File: src/common/cpu_macros.svh
`ifndef CPU_MACROS_SVH
`define CPU_MACROS_SVH

`define DATA_W 32
`define REG_COUNT 32
`define RESET_PC 32'hbfc00000

`endif

File: src/common/isaPkg.sv
package isaPkg;

	typedef union packed {
		struct packed {
			logic [5:0] op;
			logic [4:0] rs;
			logic [4:0] rt;
			logic [4:0] rd;
			logic [4:0] shamt;
			logic [5:0] funct;
		} r;
		struct packed {
			logic [5:0] op;
			logic [4:0] rs;
			logic [4:0] rt;
			logic [15:0] imm;
		} i;
		struct packed {
			logic [5:0] op;
			logic [25:0] target;
		} j;
	} instrWord;

	localparam logic [5:0] opSpecial = 6'h00, opJ = 6'h02, opJal = 6'h03;
	localparam logic [5:0] opBeq = 6'h04, opBne = 6'h05;
	localparam logic [5:0] opAddiu = 6'h09, opSlti = 6'h0a, opAndi = 6'h0c;
	localparam logic [5:0] opOri = 6'h0d, opXori = 6'h0e, opLui = 6'h0f;
	localparam logic [5:0] opLb = 6'h20, opLw = 6'h23, opLbu = 6'h24;
	localparam logic [5:0] opSb = 6'h28, opSw = 6'h2b;

	localparam logic [5:0] fnSll = 6'h00, fnSrl = 6'h02, fnSra = 6'h03, fnJr = 6'h08;
	localparam logic [5:0] fnAddu = 6'h21, fnSubu = 6'h23, fnAnd = 6'h24, fnOr = 6'h25;
	localparam logic [5:0] fnXor = 6'h26, fnNor = 6'h27, fnSlt = 6'h2a, fnSltu = 6'h2b;

endpackage

File: src/common/pipePkg.sv
package pipePkg;

	localparam logic [3:0] aluAdd = 4'd0, aluSub = 4'd1, aluAnd = 4'd2, aluOr = 4'd3;
	localparam logic [3:0] aluXor = 4'd4, aluNor = 4'd5, aluSlt = 4'd6, aluSltu = 4'd7;
	localparam logic [3:0] aluSll = 4'd8, aluSrl = 4'd9, aluSra = 4'd10, aluLui = 4'd11;

	// Writeback source.
	localparam logic [1:0] wbAlu = 2'd0;
	localparam logic [1:0] wbMem = 2'd1;
	localparam logic [1:0] wbLink = 2'd2;

	// Access size.
	localparam logic [1:0] memWord = 2'd0;
	localparam logic [1:0] memByte = 2'd1;
	localparam logic [1:0] memByteU = 2'd2;

	// Operand source.
	localparam logic [1:0] fwdReg = 2'd0;
	localparam logic [1:0] fwdMem = 2'd1;
	localparam logic [1:0] fwdWb = 2'd2;

endpackage

File: src/decode/regFile.sv
`timescale 1ns/1ps
`include "cpu_macros.svh"

module regFile #(localparam int addrW = $clog2(`REG_COUNT)) (
	input logic clk, rst, we,
	input logic [addrW-1:0] raddrA, raddrB, waddr,
	input logic [`DATA_W-1:0] wdata,
	output logic [`DATA_W-1:0] rdataA, rdataB
);
	logic [`DATA_W-1:0] regs [`REG_COUNT];

	always_ff @(posedge clk) begin
		if (rst)
			regs[0] <= '0; // Never written after this.
		else if (we && waddr != '0)
			regs[waddr] <= wdata;
	end

	// WB value is visible to decode in the same cycle.
	assign rdataA = (we && waddr != '0 && waddr == raddrA) ? wdata : regs[raddrA];
	assign rdataB = (we && waddr != '0 && waddr == raddrB) ? wdata : regs[raddrB];

	aZeroA: assert property (@(posedge clk) disable iff (rst) raddrA == '0 |-> rdataA == '0);
	aZeroB: assert property (@(posedge clk) disable iff (rst) raddrB == '0 |-> rdataB == '0);

endmodule

File: src/decode/decodeStage.sv
`timescale 1ns/1ps
`include "cpu_macros.svh"

module decodeStage (
	input logic clk, rst, stall,
	input logic [`DATA_W-1:0] idPc,
	input isaPkg::instrWord idInstr,
	input logic [1:0] fwdA, fwdB,
	input logic [`DATA_W-1:0] memResult, wbData,
	input logic wbWe,
	input logic [4:0] wbDest,
	output logic branchTaken, idIsBranch,
	output logic [`DATA_W-1:0] branchTarget,
	output logic [4:0] srcRs, srcRt,
	output logic [`DATA_W-1:0] exPc, exA, exB, exImm,
	output logic [3:0] exAluOp,
	output logic exUseImm, exRegWe, exMemRd, exMemWr,
	output logic [4:0] exDest, exRs, exRt,
	output logic [1:0] exMemSize, exWbSel
);
	logic [`DATA_W-1:0] rdataA, rdataB, rsVal, rtVal, immExt;
	logic [5:0] op;
	logic [3:0] aluOp;
	logic [1:0] memSize, wbSel;
	logic [4:0] dest;
	logic useImm, zeroExt, regWe, memRd, memWr, usesRs, usesRt, isJr, isCond, rsEqRt;

	regFile u_regFile (.clk(clk), .rst(rst), .raddrA(idInstr.r.rs), .raddrB(idInstr.r.rt),
		.we(wbWe), .waddr(wbDest), .wdata(wbData), .rdataA(rdataA), .rdataB(rdataB));

	assign op = idInstr.r.op;

	always_comb begin
		aluOp = pipePkg::aluAdd;
		useImm = 1'b1;
		zeroExt = 1'b0;
		dest = idInstr.i.rt;
		regWe = 1'b0;
		memRd = 1'b0;
		memWr = 1'b0;
		memSize = pipePkg::memWord;
		wbSel = pipePkg::wbAlu;
		usesRs = 1'b1;
		usesRt = 1'b0;
		isJr = 1'b0;
		case (op)
			isaPkg::opSpecial: begin
				useImm = 1'b0;
				dest = idInstr.r.rd;
				usesRt = 1'b1;
				regWe = 1'b1;
				case (idInstr.r.funct)
					isaPkg::fnAddu: aluOp = pipePkg::aluAdd;
					isaPkg::fnSubu: aluOp = pipePkg::aluSub;
					isaPkg::fnAnd: aluOp = pipePkg::aluAnd;
					isaPkg::fnOr: aluOp = pipePkg::aluOr;
					isaPkg::fnXor: aluOp = pipePkg::aluXor;
					isaPkg::fnNor: aluOp = pipePkg::aluNor;
					isaPkg::fnSlt: aluOp = pipePkg::aluSlt;
					isaPkg::fnSltu: aluOp = pipePkg::aluSltu;
					isaPkg::fnSll: aluOp = pipePkg::aluSll;
					isaPkg::fnSrl: aluOp = pipePkg::aluSrl;
					isaPkg::fnSra: aluOp = pipePkg::aluSra;
					isaPkg::fnJr: begin
						regWe = 1'b0;
						isJr = 1'b1;
					end
					default: regWe = 1'b0;
				endcase
			end
			isaPkg::opAddiu: regWe = 1'b1;
			isaPkg::opSlti: begin
				regWe = 1'b1;
				aluOp = pipePkg::aluSlt;
			end
			isaPkg::opAndi, isaPkg::opOri, isaPkg::opXori: begin
				regWe = 1'b1;
				zeroExt = 1'b1;
				aluOp = (op == isaPkg::opAndi) ? pipePkg::aluAnd :
					(op == isaPkg::opOri) ? pipePkg::aluOr : pipePkg::aluXor;
			end
			isaPkg::opLui: begin
				regWe = 1'b1;
				aluOp = pipePkg::aluLui;
			end
			isaPkg::opLb, isaPkg::opLbu, isaPkg::opLw: begin
				regWe = 1'b1;
				memRd = 1'b1;
				wbSel = pipePkg::wbMem;
				memSize = (op == isaPkg::opLw) ? pipePkg::memWord :
					(op == isaPkg::opLb) ? pipePkg::memByte : pipePkg::memByteU;
			end
			isaPkg::opSb, isaPkg::opSw: begin
				memWr = 1'b1;
				usesRt = 1'b1;
				memSize = (op == isaPkg::opSw) ? pipePkg::memWord : pipePkg::memByte;
			end
			isaPkg::opBeq, isaPkg::opBne: usesRt = 1'b1;
			isaPkg::opJ: usesRs = 1'b0; // Fetch handles the jump itself.
			isaPkg::opJal: begin
				usesRs = 1'b0;
				regWe = 1'b1;
				dest = 5'd31;
				wbSel = pipePkg::wbLink;
			end
			default: usesRs = 1'b0; // Reserved, runs as a nop.
		endcase
	end

	// Shifts carry shamt in the immediate slot.
	assign immExt = (op == isaPkg::opSpecial) ? {27'd0, idInstr.r.shamt} :
		zeroExt ? {16'd0, idInstr.i.imm} : {{16{idInstr.i.imm[15]}}, idInstr.i.imm};

	assign srcRs = usesRs ? idInstr.r.rs : 5'd0;
	assign srcRt = usesRt ? idInstr.r.rt : 5'd0;
	assign isCond = (op == isaPkg::opBeq) || (op == isaPkg::opBne);
	assign idIsBranch = isCond || isJr;

	assign rsVal = (fwdA == pipePkg::fwdMem) ? memResult : rdataA;
	assign rtVal = (fwdB == pipePkg::fwdMem) ? memResult : rdataB;
	assign rsEqRt = rsVal == rtVal;
	assign branchTaken = isJr || (isCond && (rsEqRt == (op == isaPkg::opBeq)));
	assign branchTarget = isJr ? rsVal :
		idPc + 32'd4 + {{14{idInstr.i.imm[15]}}, idInstr.i.imm, 2'b00};

	always_ff @(posedge clk) begin
		exPc <= idPc;
		exA <= rdataA;
		exB <= rdataB;
		exImm <= immExt;
		exAluOp <= aluOp;
		exUseImm <= useImm;
		exDest <= dest;
		exMemSize <= memSize;
		exWbSel <= wbSel;
		exRs <= srcRs;
		exRt <= srcRt;
		if (rst || stall) begin
			exRegWe <= 1'b0; // Bubble.
			exMemRd <= 1'b0;
			exMemWr <= 1'b0;
		end else begin
			exRegWe <= regWe;
			exMemRd <= memRd;
			exMemWr <= memWr;
		end
	end

endmodule

File: src/source/fetchStage.sv
`timescale 1ns/1ps
`include "cpu_macros.svh"

module fetchStage (
	input logic clk, rst, stall, branchTaken,
	input logic [`DATA_W-1:0] branchTarget,
	input logic [`DATA_W-1:0] instSramRdata,
	output logic instSramEn,
	output logic [`DATA_W-1:0] instSramAddr,
	output logic [`DATA_W-1:0] idPc,
	output isaPkg::instrWord idInstr
);
	logic [`DATA_W-1:0] pc; // Address of the word now returning.
	logic [`DATA_W-1:0] nextPc;
	logic [`DATA_W-1:0] jumpTarget;
	logic started;
	logic isJump;

	assign isJump = (idInstr.j.op == isaPkg::opJ) || (idInstr.j.op == isaPkg::opJal);
	assign jumpTarget = {pc[31:28], idInstr.j.target, 2'b00}; // pc is the delay slot here.

	always_comb begin
		if (!started)
			nextPc = `RESET_PC;
		else if (stall)
			nextPc = pc; // Refetch the held word.
		else if (isJump)
			nextPc = jumpTarget;
		else if (branchTaken)
			nextPc = branchTarget;
		else
			nextPc = pc + 32'd4;
	end

	assign instSramEn = ~rst;
	assign instSramAddr = nextPc;

	always_ff @(posedge clk) begin
		if (rst) begin
			started <= 1'b0;
			pc <= `RESET_PC;
			idPc <= '0;
			idInstr <= '0;
		end else begin
			started <= 1'b1;
			pc <= nextPc;
			if (!stall) begin
				idPc <= pc;
				idInstr <= started ? instSramRdata : '0; // Nop until the first word.
			end
		end
	end

	aAligned: assert property (@(posedge clk) disable iff (rst)
		instSramEn |-> instSramAddr[1:0] == 2'b00);

endmodule

File: src/source/executeStage.sv
`timescale 1ns/1ps
`include "cpu_macros.svh"

module executeStage (
	input logic clk, rst,
	input logic [`DATA_W-1:0] exPc, exA, exB, exImm,
	input logic [3:0] exAluOp,
	input logic exUseImm, exRegWe, exMemRd, exMemWr,
	input logic [4:0] exDest,
	input logic [1:0] exMemSize, exWbSel,
	input logic [1:0] fwdA, fwdB,
	input logic [`DATA_W-1:0] wbData,
	output logic [`DATA_W-1:0] memResult,
	output logic dataSramEn,
	output logic [3:0] dataSramWen,
	output logic [`DATA_W-1:0] dataSramAddr, dataSramWdata,
	output logic [`DATA_W-1:0] memPc, memValue,
	output logic [4:0] memDest,
	output logic memRegWe, memRd,
	output logic [1:0] memSize, memByteLane, memWbSel
);
	logic [`DATA_W-1:0] opA, opB, aluB, aluResult;
	logic [3:0] byteMask;

	function automatic logic [`DATA_W-1:0] pickOperand(input logic [1:0] sel,
			input logic [`DATA_W-1:0] regVal, memVal, wbVal);
		case (sel)
			pipePkg::fwdMem: return memVal;
			pipePkg::fwdWb: return wbVal;
			default: return regVal;
		endcase
	endfunction

	assign opA = pickOperand(fwdA, exA, memResult, wbData);
	assign opB = pickOperand(fwdB, exB, memResult, wbData);
	assign aluB = exUseImm ? exImm : opB;

	always_comb begin
		case (exAluOp)
			pipePkg::aluSub: aluResult = opA - aluB;
			pipePkg::aluAnd: aluResult = opA & aluB;
			pipePkg::aluOr: aluResult = opA | aluB;
			pipePkg::aluXor: aluResult = opA ^ aluB;
			pipePkg::aluNor: aluResult = ~(opA | aluB);
			pipePkg::aluSlt: aluResult = `DATA_W'($signed(opA) < $signed(aluB));
			pipePkg::aluSltu: aluResult = `DATA_W'(opA < aluB);
			pipePkg::aluSll: aluResult = opB << exImm[4:0];
			pipePkg::aluSrl: aluResult = opB >> exImm[4:0];
			pipePkg::aluSra: aluResult = $signed(opB) >>> exImm[4:0];
			pipePkg::aluLui: aluResult = {aluB[15:0], 16'd0};
			default: aluResult = opA + aluB;
		endcase
	end

	assign byteMask = (exMemSize == pipePkg::memWord) ? 4'hf : 4'b0001 << aluResult[1:0];
	assign dataSramEn = exMemRd | exMemWr;
	assign dataSramWen = exMemWr ? byteMask : 4'h0;
	assign dataSramAddr = aluResult;
	assign dataSramWdata = (exMemSize == pipePkg::memWord) ? opB : {4{opB[7:0]}};

	// Link value must be visible to a jr right behind the jal.
	assign memResult = (memWbSel == pipePkg::wbLink) ? memPc + 32'd8 : memValue;

	always_ff @(posedge clk) begin
		memPc <= exPc;
		memValue <= aluResult;
		memDest <= exDest;
		memSize <= exMemSize;
		memByteLane <= aluResult[1:0];
		memWbSel <= exWbSel;
		if (rst) begin
			memRegWe <= 1'b0;
			memRd <= 1'b0;
		end else begin
			memRegWe <= exRegWe;
			memRd <= exMemRd;
		end
	end

	aWenEn: assert property (@(posedge clk) disable iff (rst)
		dataSramWen != 4'h0 |-> dataSramEn && !exMemRd);

endmodule

File: src/source/memoryStage.sv
`timescale 1ns/1ps
`include "cpu_macros.svh"

module memoryStage (
	input logic clk, rst,
	input logic [`DATA_W-1:0] memPc, memValue, dataSramRdata,
	input logic [4:0] memDest,
	input logic memRegWe, memRd,
	input logic [1:0] memSize, memByteLane, memWbSel,
	output logic wbWe,
	output logic [4:0] wbDest,
	output logic [`DATA_W-1:0] wbData, debugWbPc, debugWbRfWdata,
	output logic [3:0] debugWbRfWen,
	output logic [4:0] debugWbRfWnum
);
	logic [7:0] loadByte;
	logic [`DATA_W-1:0] loadData, wbPc, wbValue, wbLoad;
	logic [1:0] wbSel;

	assign loadByte = dataSramRdata[{memByteLane, 3'b000} +: 8];

	always_comb begin
		case (memSize)
			pipePkg::memByte: loadData = {{24{loadByte[7]}}, loadByte};
			pipePkg::memByteU: loadData = {24'd0, loadByte};
			default: loadData = dataSramRdata;
		endcase
	end

	always_ff @(posedge clk) begin
		wbPc <= memPc;
		wbDest <= memDest;
		wbSel <= memWbSel;
		wbValue <= memValue;
		if (memRd)
			wbLoad <= loadData;
		if (rst)
			wbWe <= 1'b0;
		else
			wbWe <= memRegWe && memDest != 5'd0; // r0 writes never reach the trace.
	end

	assign wbData = (wbSel == pipePkg::wbMem) ? wbLoad :
		(wbSel == pipePkg::wbLink) ? wbPc + 32'd8 : wbValue;

	assign debugWbPc = wbPc;
	assign debugWbRfWen = {4{wbWe}};
	assign debugWbRfWnum = wbDest;
	assign debugWbRfWdata = wbData;

endmodule

File: src/source/hazardUnit.sv
`timescale 1ns/1ps
`include "cpu_macros.svh"

module hazardUnit #(localparam int addrW = $clog2(`REG_COUNT)) (
	input logic clk, rst,
	input logic [addrW-1:0] srcRs, srcRt, exRs, exRt, exDest, memDest, wbDest,
	input logic idIsBranch, exRegWe, exMemRd, memRegWe, memRd, wbWe,
	output logic stall,
	output logic [1:0] fwdA, fwdB, brFwdA, brFwdB
);
	logic loadUse, branchWait, memFwdOk;

	function automatic logic hit(input logic [addrW-1:0] dest, src);
		return dest != '0 && dest == src;
	endfunction

	assign loadUse = exMemRd && (hit(exDest, srcRs) || hit(exDest, srcRt));
	// Compare needs the value in decode, so EX results and MEM loads wait.
	assign branchWait = idIsBranch &&
		((exRegWe && (hit(exDest, srcRs) || hit(exDest, srcRt))) ||
		(memRegWe && memRd && (hit(memDest, srcRs) || hit(memDest, srcRt))));
	assign stall = loadUse || branchWait;

	assign memFwdOk = memRegWe && !memRd; // Load data is not ready in MEM.
	assign fwdA = (memFwdOk && hit(memDest, exRs)) ? pipePkg::fwdMem :
		(wbWe && hit(wbDest, exRs)) ? pipePkg::fwdWb : pipePkg::fwdReg;
	assign fwdB = (memFwdOk && hit(memDest, exRt)) ? pipePkg::fwdMem :
		(wbWe && hit(wbDest, exRt)) ? pipePkg::fwdWb : pipePkg::fwdReg;
	assign brFwdA = (memFwdOk && hit(memDest, srcRs)) ? pipePkg::fwdMem : pipePkg::fwdReg;
	assign brFwdB = (memFwdOk && hit(memDest, srcRt)) ? pipePkg::fwdMem : pipePkg::fwdReg;

	// The bubble behind a stall clears the load from execute.
	aLoadUseOnce: assert property (@(posedge clk) disable iff (rst) loadUse |=> !loadUse);

endmodule

File: src/source/mipsCore.sv
`timescale 1ns/1ps
`include "cpu_macros.svh"

module mipsCore (
	input logic clk, rst,
	output logic instSramEn,
	output logic [`DATA_W-1:0] instSramAddr,
	input logic [`DATA_W-1:0] instSramRdata,
	output logic dataSramEn,
	output logic [3:0] dataSramWen,
	output logic [`DATA_W-1:0] dataSramAddr, dataSramWdata,
	input logic [`DATA_W-1:0] dataSramRdata,
	output logic [`DATA_W-1:0] debugWbPc,
	output logic [3:0] debugWbRfWen,
	output logic [4:0] debugWbRfWnum,
	output logic [`DATA_W-1:0] debugWbRfWdata
);
	logic stall, branchTaken, idIsBranch;
	logic [`DATA_W-1:0] branchTarget, idPc;
	isaPkg::instrWord idInstr;
	logic [4:0] srcRs, srcRt;

	logic [`DATA_W-1:0] exPc, exA, exB, exImm;
	logic [3:0] exAluOp;
	logic exUseImm, exRegWe, exMemRd, exMemWr;
	logic [4:0] exDest, exRs, exRt;
	logic [1:0] exMemSize, exWbSel;
	logic [1:0] fwdA, fwdB, brFwdA, brFwdB;

	logic [`DATA_W-1:0] memResult, memPc, memValue;
	logic [4:0] memDest;
	logic memRegWe, memRd;
	logic [1:0] memSize, memByteLane, memWbSel;

	logic wbWe;
	logic [4:0] wbDest;
	logic [`DATA_W-1:0] wbData;

	fetchStage u_fetchStage (.*);
	decodeStage u_decodeStage (.*, .fwdA(brFwdA), .fwdB(brFwdB)); // Branch compare selects.
	executeStage u_executeStage (.*);
	memoryStage u_memoryStage (.*);
	hazardUnit u_hazardUnit (.*);

endmodule

File: config.mk
export PLATFORM = sky130hd
export DESIGN_NAME = mipsCore
export DESIGN_NICKNAME = d
export VERILOG_FILES = /design/src/common/isaPkg.sv /design/src/common/pipePkg.sv /design/src/decode/regFile.sv /design/src/decode/decodeStage.sv /design/src/source/fetchStage.sv /design/src/source/executeStage.sv /design/src/source/memoryStage.sv /design/src/source/hazardUnit.sv /design/src/source/mipsCore.sv
export VERILOG_INCLUDE_DIRS = /design/src /design/src/common
export SDC_FILE = /design/constraint.sdc
export NUM_CORES = 2
export LEC_CHECK = 0
export BUFFER_PORTS_ARGS = -buffer_cell sky130_fd_sc_hd__buf_4
export CAP_MARGIN = 20
export CORE_ASPECT_RATIO = 0.75
export CORE_MARGIN = 8
export CORE_UTILIZATION = 35
export DETAILED_ROUTE_END_ITERATION = 16
export SETUP_SLACK_MARGIN = 0.2
export SLEW_MARGIN = 20
export SYNTH_ARGS = -nofsm -noshare
export SYNTH_HDL_FRONTEND = slang
export SYNTH_SLANG_ARGS = --single-unit
File: constraint.sdc
create_clock -name clk -period 7.8 [get_ports clk]
set_input_delay 1.56 -clock clk [delete_from_list [all_inputs] [get_ports clk]]
set_output_delay 1.56 -clock clk [all_outputs]
set_load 0.005 [all_outputs]
==> metrics.md <==
| Metric | Value |
|---|---|
| Status | `finished, violations left` |
| Failing checks | `negative setup slack` |
| Sequential area share after synthesis | `50.0%` |
| Post-synth EDFFs | `1,056` |
| Hold WS | `318 ps` |
| Routed wire length per instance | `38.4 um` |
| Row count | `151` |
| Max-Cap Viols | `0` |
| Yosys reg bits | `1,450` |
| Post-Layout Cell Count | `10,704` |
| HP Start | `u_decodeStage.exPc[17]` |
| Share of cells above drive strength 1 | `37.6%` |
| Kind of critical path | `register to primary output` |
| Internal | `15.7 mW` |
| Worst reg2reg path depth | `26` |
| Slew @ Worst Pin | `1240 ps` |
| Switching share of power | `33.8%` |
| Largest net degree at the start of global routing | `60` |
| 1st-pass router iterations | `8` |
| Setup ws final | `-281 ps` |
| Required time of the critical path | `6240 ps` |
| Final setup violating endpoints | `12` |
| Area Overhead vs Synth | `29.0%` |
| WP data arrival | `6520 ps` |
| Reg2reg start | `u_executeStage.memPc[11]` |
| Synthesized instance count | `6,435` |
| Ys Warns | `0` |
| Buffers & Inverters on Critical Path | `6` |
| Placer Congestion | `1.04` |
| Ys async rst share | `0%` |
| Io pins | `241` |
| Worst hold stages | `0` |
| First-pass GRT wire length | `547,000 um` |
| Initial antenna violation count | `53` |
| Via count | `69,022` |
| Residual DRC count | `0` |
| Crit path top cell by count | `buf_4` |
| Slew HR | `17.2%` |
| Cts hold-fix bufs | `0` |
| Vias per cell | `6.45` |
| 1st-iter DRT viols | `11,509` |
| Clock root buffer master | `clkbuf_16` |
| Combinational share of power | `30.4%` |
| Post-route minimum period | `8080 ps` |
| Dpl cells | `10,157` |
| Worst min path class | `register to register` |
| CTS buffer count | `159` |
| CTS max path bufs | `4` |
| Worst-Skew Late Latency | `860 ps` |
| Reg power frac | `37.2%` |
| Synthesized net count | `6,662` |
| Vias in the first global route | `64,212` |
| Die W | `565 um` |
| DRT antenna net count | `0` |
| Unrepaired setup endpoints after global routing | `true` |
| Hold Vio Cnt, Final | `0` |
| Die H | `428 um` |
| H-tree levels | `4` |
| TritonCTS clock tree | `built` |
| Core area | `225,000 sq um` |
| Pwr dens | `232 nW/um^2` |
| Clk pwr share | `32.4%` |
| Peak VDD IR | `0.159 mV` |
| FF-to-FF End | `u_executeStage.memValue[31]` |
| Post-Syn Area per Cell | `12.3 sq um` |
| F_max | `124 MHz` |
| Post-Syn Area | `79,100 sq um` |
| Starting density of the core | `35.1%` |
| Hold path endpoint | `u_executeStage.memPc[17]` |
| Port buffer count | `240` |
| Die ar. | `242,000 sq um` |
| Grt ovf | `0` |
| CP top delay family | `compound AO/OA/AOI/OAI gates` |
| Startpoint Class | `register` |
| Final Cycle Share | `104%` |
| Critical Path Fanout Max | `3` |
| Worst Skew | `91.5 ps` |
| CP endpoint kind | `primary output` |
| Dpl hpwl | `298,000 um` |
| Flop-to-flop setup slack | `1850 ps` |
| Worst path max stage delay | `590 ps` |
| Final #Nets | `7,816` |
| Worst-path clk slew | `60 ps` |
| WL final | `412,000 um` |
| Unique masters post-synth | `115` |
| Clock Sinks | `1,450` |
| Final Max Tran Viols | `0` |
| GRT Util Overall | `32.6%` |
| Main synth FF type | `edfxtp_1` |
| Crit-path slowest cell | `or4_4` |
| Pleak | `35.2 nW` |
| Psw | `8.02 mW` |
-- cells by family after synthesis --
family	synth area share [%]
flops	50.0
fa+ha+maj	2.59
simple gates	9.38
xor+xnor	1.88
buf+inv	3.95
mux	18.9
compound gates	13.3
-- power groups by stage --
| stage | clock (mW) | combinational, mW | sequential [mW] |
|---|---|---|---|
| after floorplan | 0 | 2.50 | 8.70 |
| after global placement | 0 | 6.07 | 8.96 |
| after detailed placement | 0 | 6.02 | 8.96 |
| after CTS | 7.72 | 6.45 | 8.79 |
| after global routing | 8.00 | 7.29 | 8.81 |
| final | 7.68 | 7.20 | 8.83 |
-- state kept, by name (all words and copies together), names as in the netlist, 17 cells and up, named ones only --
register	cells
u_executeStage.memValue	32
u_fetchStage.idPc	32
u_decodeStage.exB	32
u_memoryStage.wbValue	32
u_executeStage.memPc	32
u_decodeStage.exA	32
u_memoryStage.wbLoad	32
u_fetchStage.pc	32
u_decodeStage.exImm	17
u_memoryStage.debugWbPc	32
u_decodeStage.exPc	32
u_fetchStage.idInstr	32
u_decodeStage.u_regFile.regs	1024
-- how the worst max path moves through the flow --
stage / start / endpoint / slack (ps) / depth (start not counted)
2_1_floorplan: u_executeStage.memDest[1] / dataSramWen[3] / 230 / 30
3_3_place_gp: u_memoryStage.debugWbPc[11] / dataSramAddr[31] / -400 / 23
3_5_place_dp: u_memoryStage.debugWbPc[11] / dataSramAddr[31] / -530 / 23
4_1_cts: u_executeStage.memDest[2] / dataSramWen[3] / -310 / 30
5_1_grt: u_executeStage.memPc[11] / dataSramAddr[31] / -400 / 25
6_report: u_executeStage.memPc[11] / dataSramAddr[31] / -280 / 25
-- final cells by class --
| type | count | area [sq um] |
|---|---|---|
| inverters | 207 | 783 |
| fillers | 20471 | 123000 |
| flip-flops and latches | 1450 | 39700 |
| repair buffers | 1460 | 12900 |
| multi-input cells | 4311 | 39800 |
| well taps | 2983 | 3730 |
| clock inverters | 74 | 821 |
| clock buffers | 200 | 4270 |
| diodes | 19 | 47.5 |
-- cell usage after synthesis (all sizes together), types with 61 or more instances --
cell type / n / area, sq um
nor2b: 64 / 400
nand3: 101 / 510
inv: 205 / 769
dfxtp: 394 / 7890
xnor2: 127 / 1110
a31oi: 61 / 388
edfxtp: 1056 / 31700
nor2: 386 / 1450
mux2i: 260 / 2600
clkbuf: 247 / 943
a21oi: 322 / 1610
o21ai: 411 / 2060
ha: 158 / 1980
nor3: 93 / 482
mux4: 523 / 11800
nand2: 542 / 2040
buf: 216 / 1360
a22oi: 133 / 998
o22ai: 117 / 732
-- through the flow --
step	setup WS [ps]	instance area (sq um)	setup TNS, ps	total power [mW]	util (%)
after floorplan	226	79200	0	11.2	-
after global placement	-399	90600	-1580	15.0	40.2
after detailed placement	-530	90700	-1700	15.0	40.3
after CTS	-314	98800	-2660	23.0	43.9
after global routing	-398	102000	-3820	24.1	45.3
final	-281	102000	-1800	23.7	45.3
-- routing by layer --
metal,track usage [%],up-vias,share of wire [%]
met2,41.5,5434,37
met4,9.66,18,3.7
met3,14.6,738,17
met1,48.7,35312,42
li1,-,27520,-
met5,0.238,-,0.10
-- what timing repair did --
item                       4_1_cts  5_1_grt
buffers inserted               104      127
setup endpoints to repair       66       65
cloned                          15        7
gates resized for setup        401      450
pin swaps                       88      187
-- cells in the final DEF, fill, tap and decap left out, types with 56 or more instances in the layout --
master / n
buf_4: 1260
edfxtp_1: 1056
nand2_1: 525
mux4_2: 522
dfxtp_1: 349
nor2_1: 321
o21ai_0: 278
a21oi_1: 262
mux2i_1: 227
inv_1: 192
clkbuf_16: 168
ha_1: 140
a22oi_1: 120
xnor2_1: 115
o22ai_1: 102
nand3_1: 86
buf_6: 86
buf_12: 71
o21ai_1: 67
nor3_1: 64
a22o_1: 58
o21ai_2: 56
Note: power is estimated with default switching activity, not from simulation.
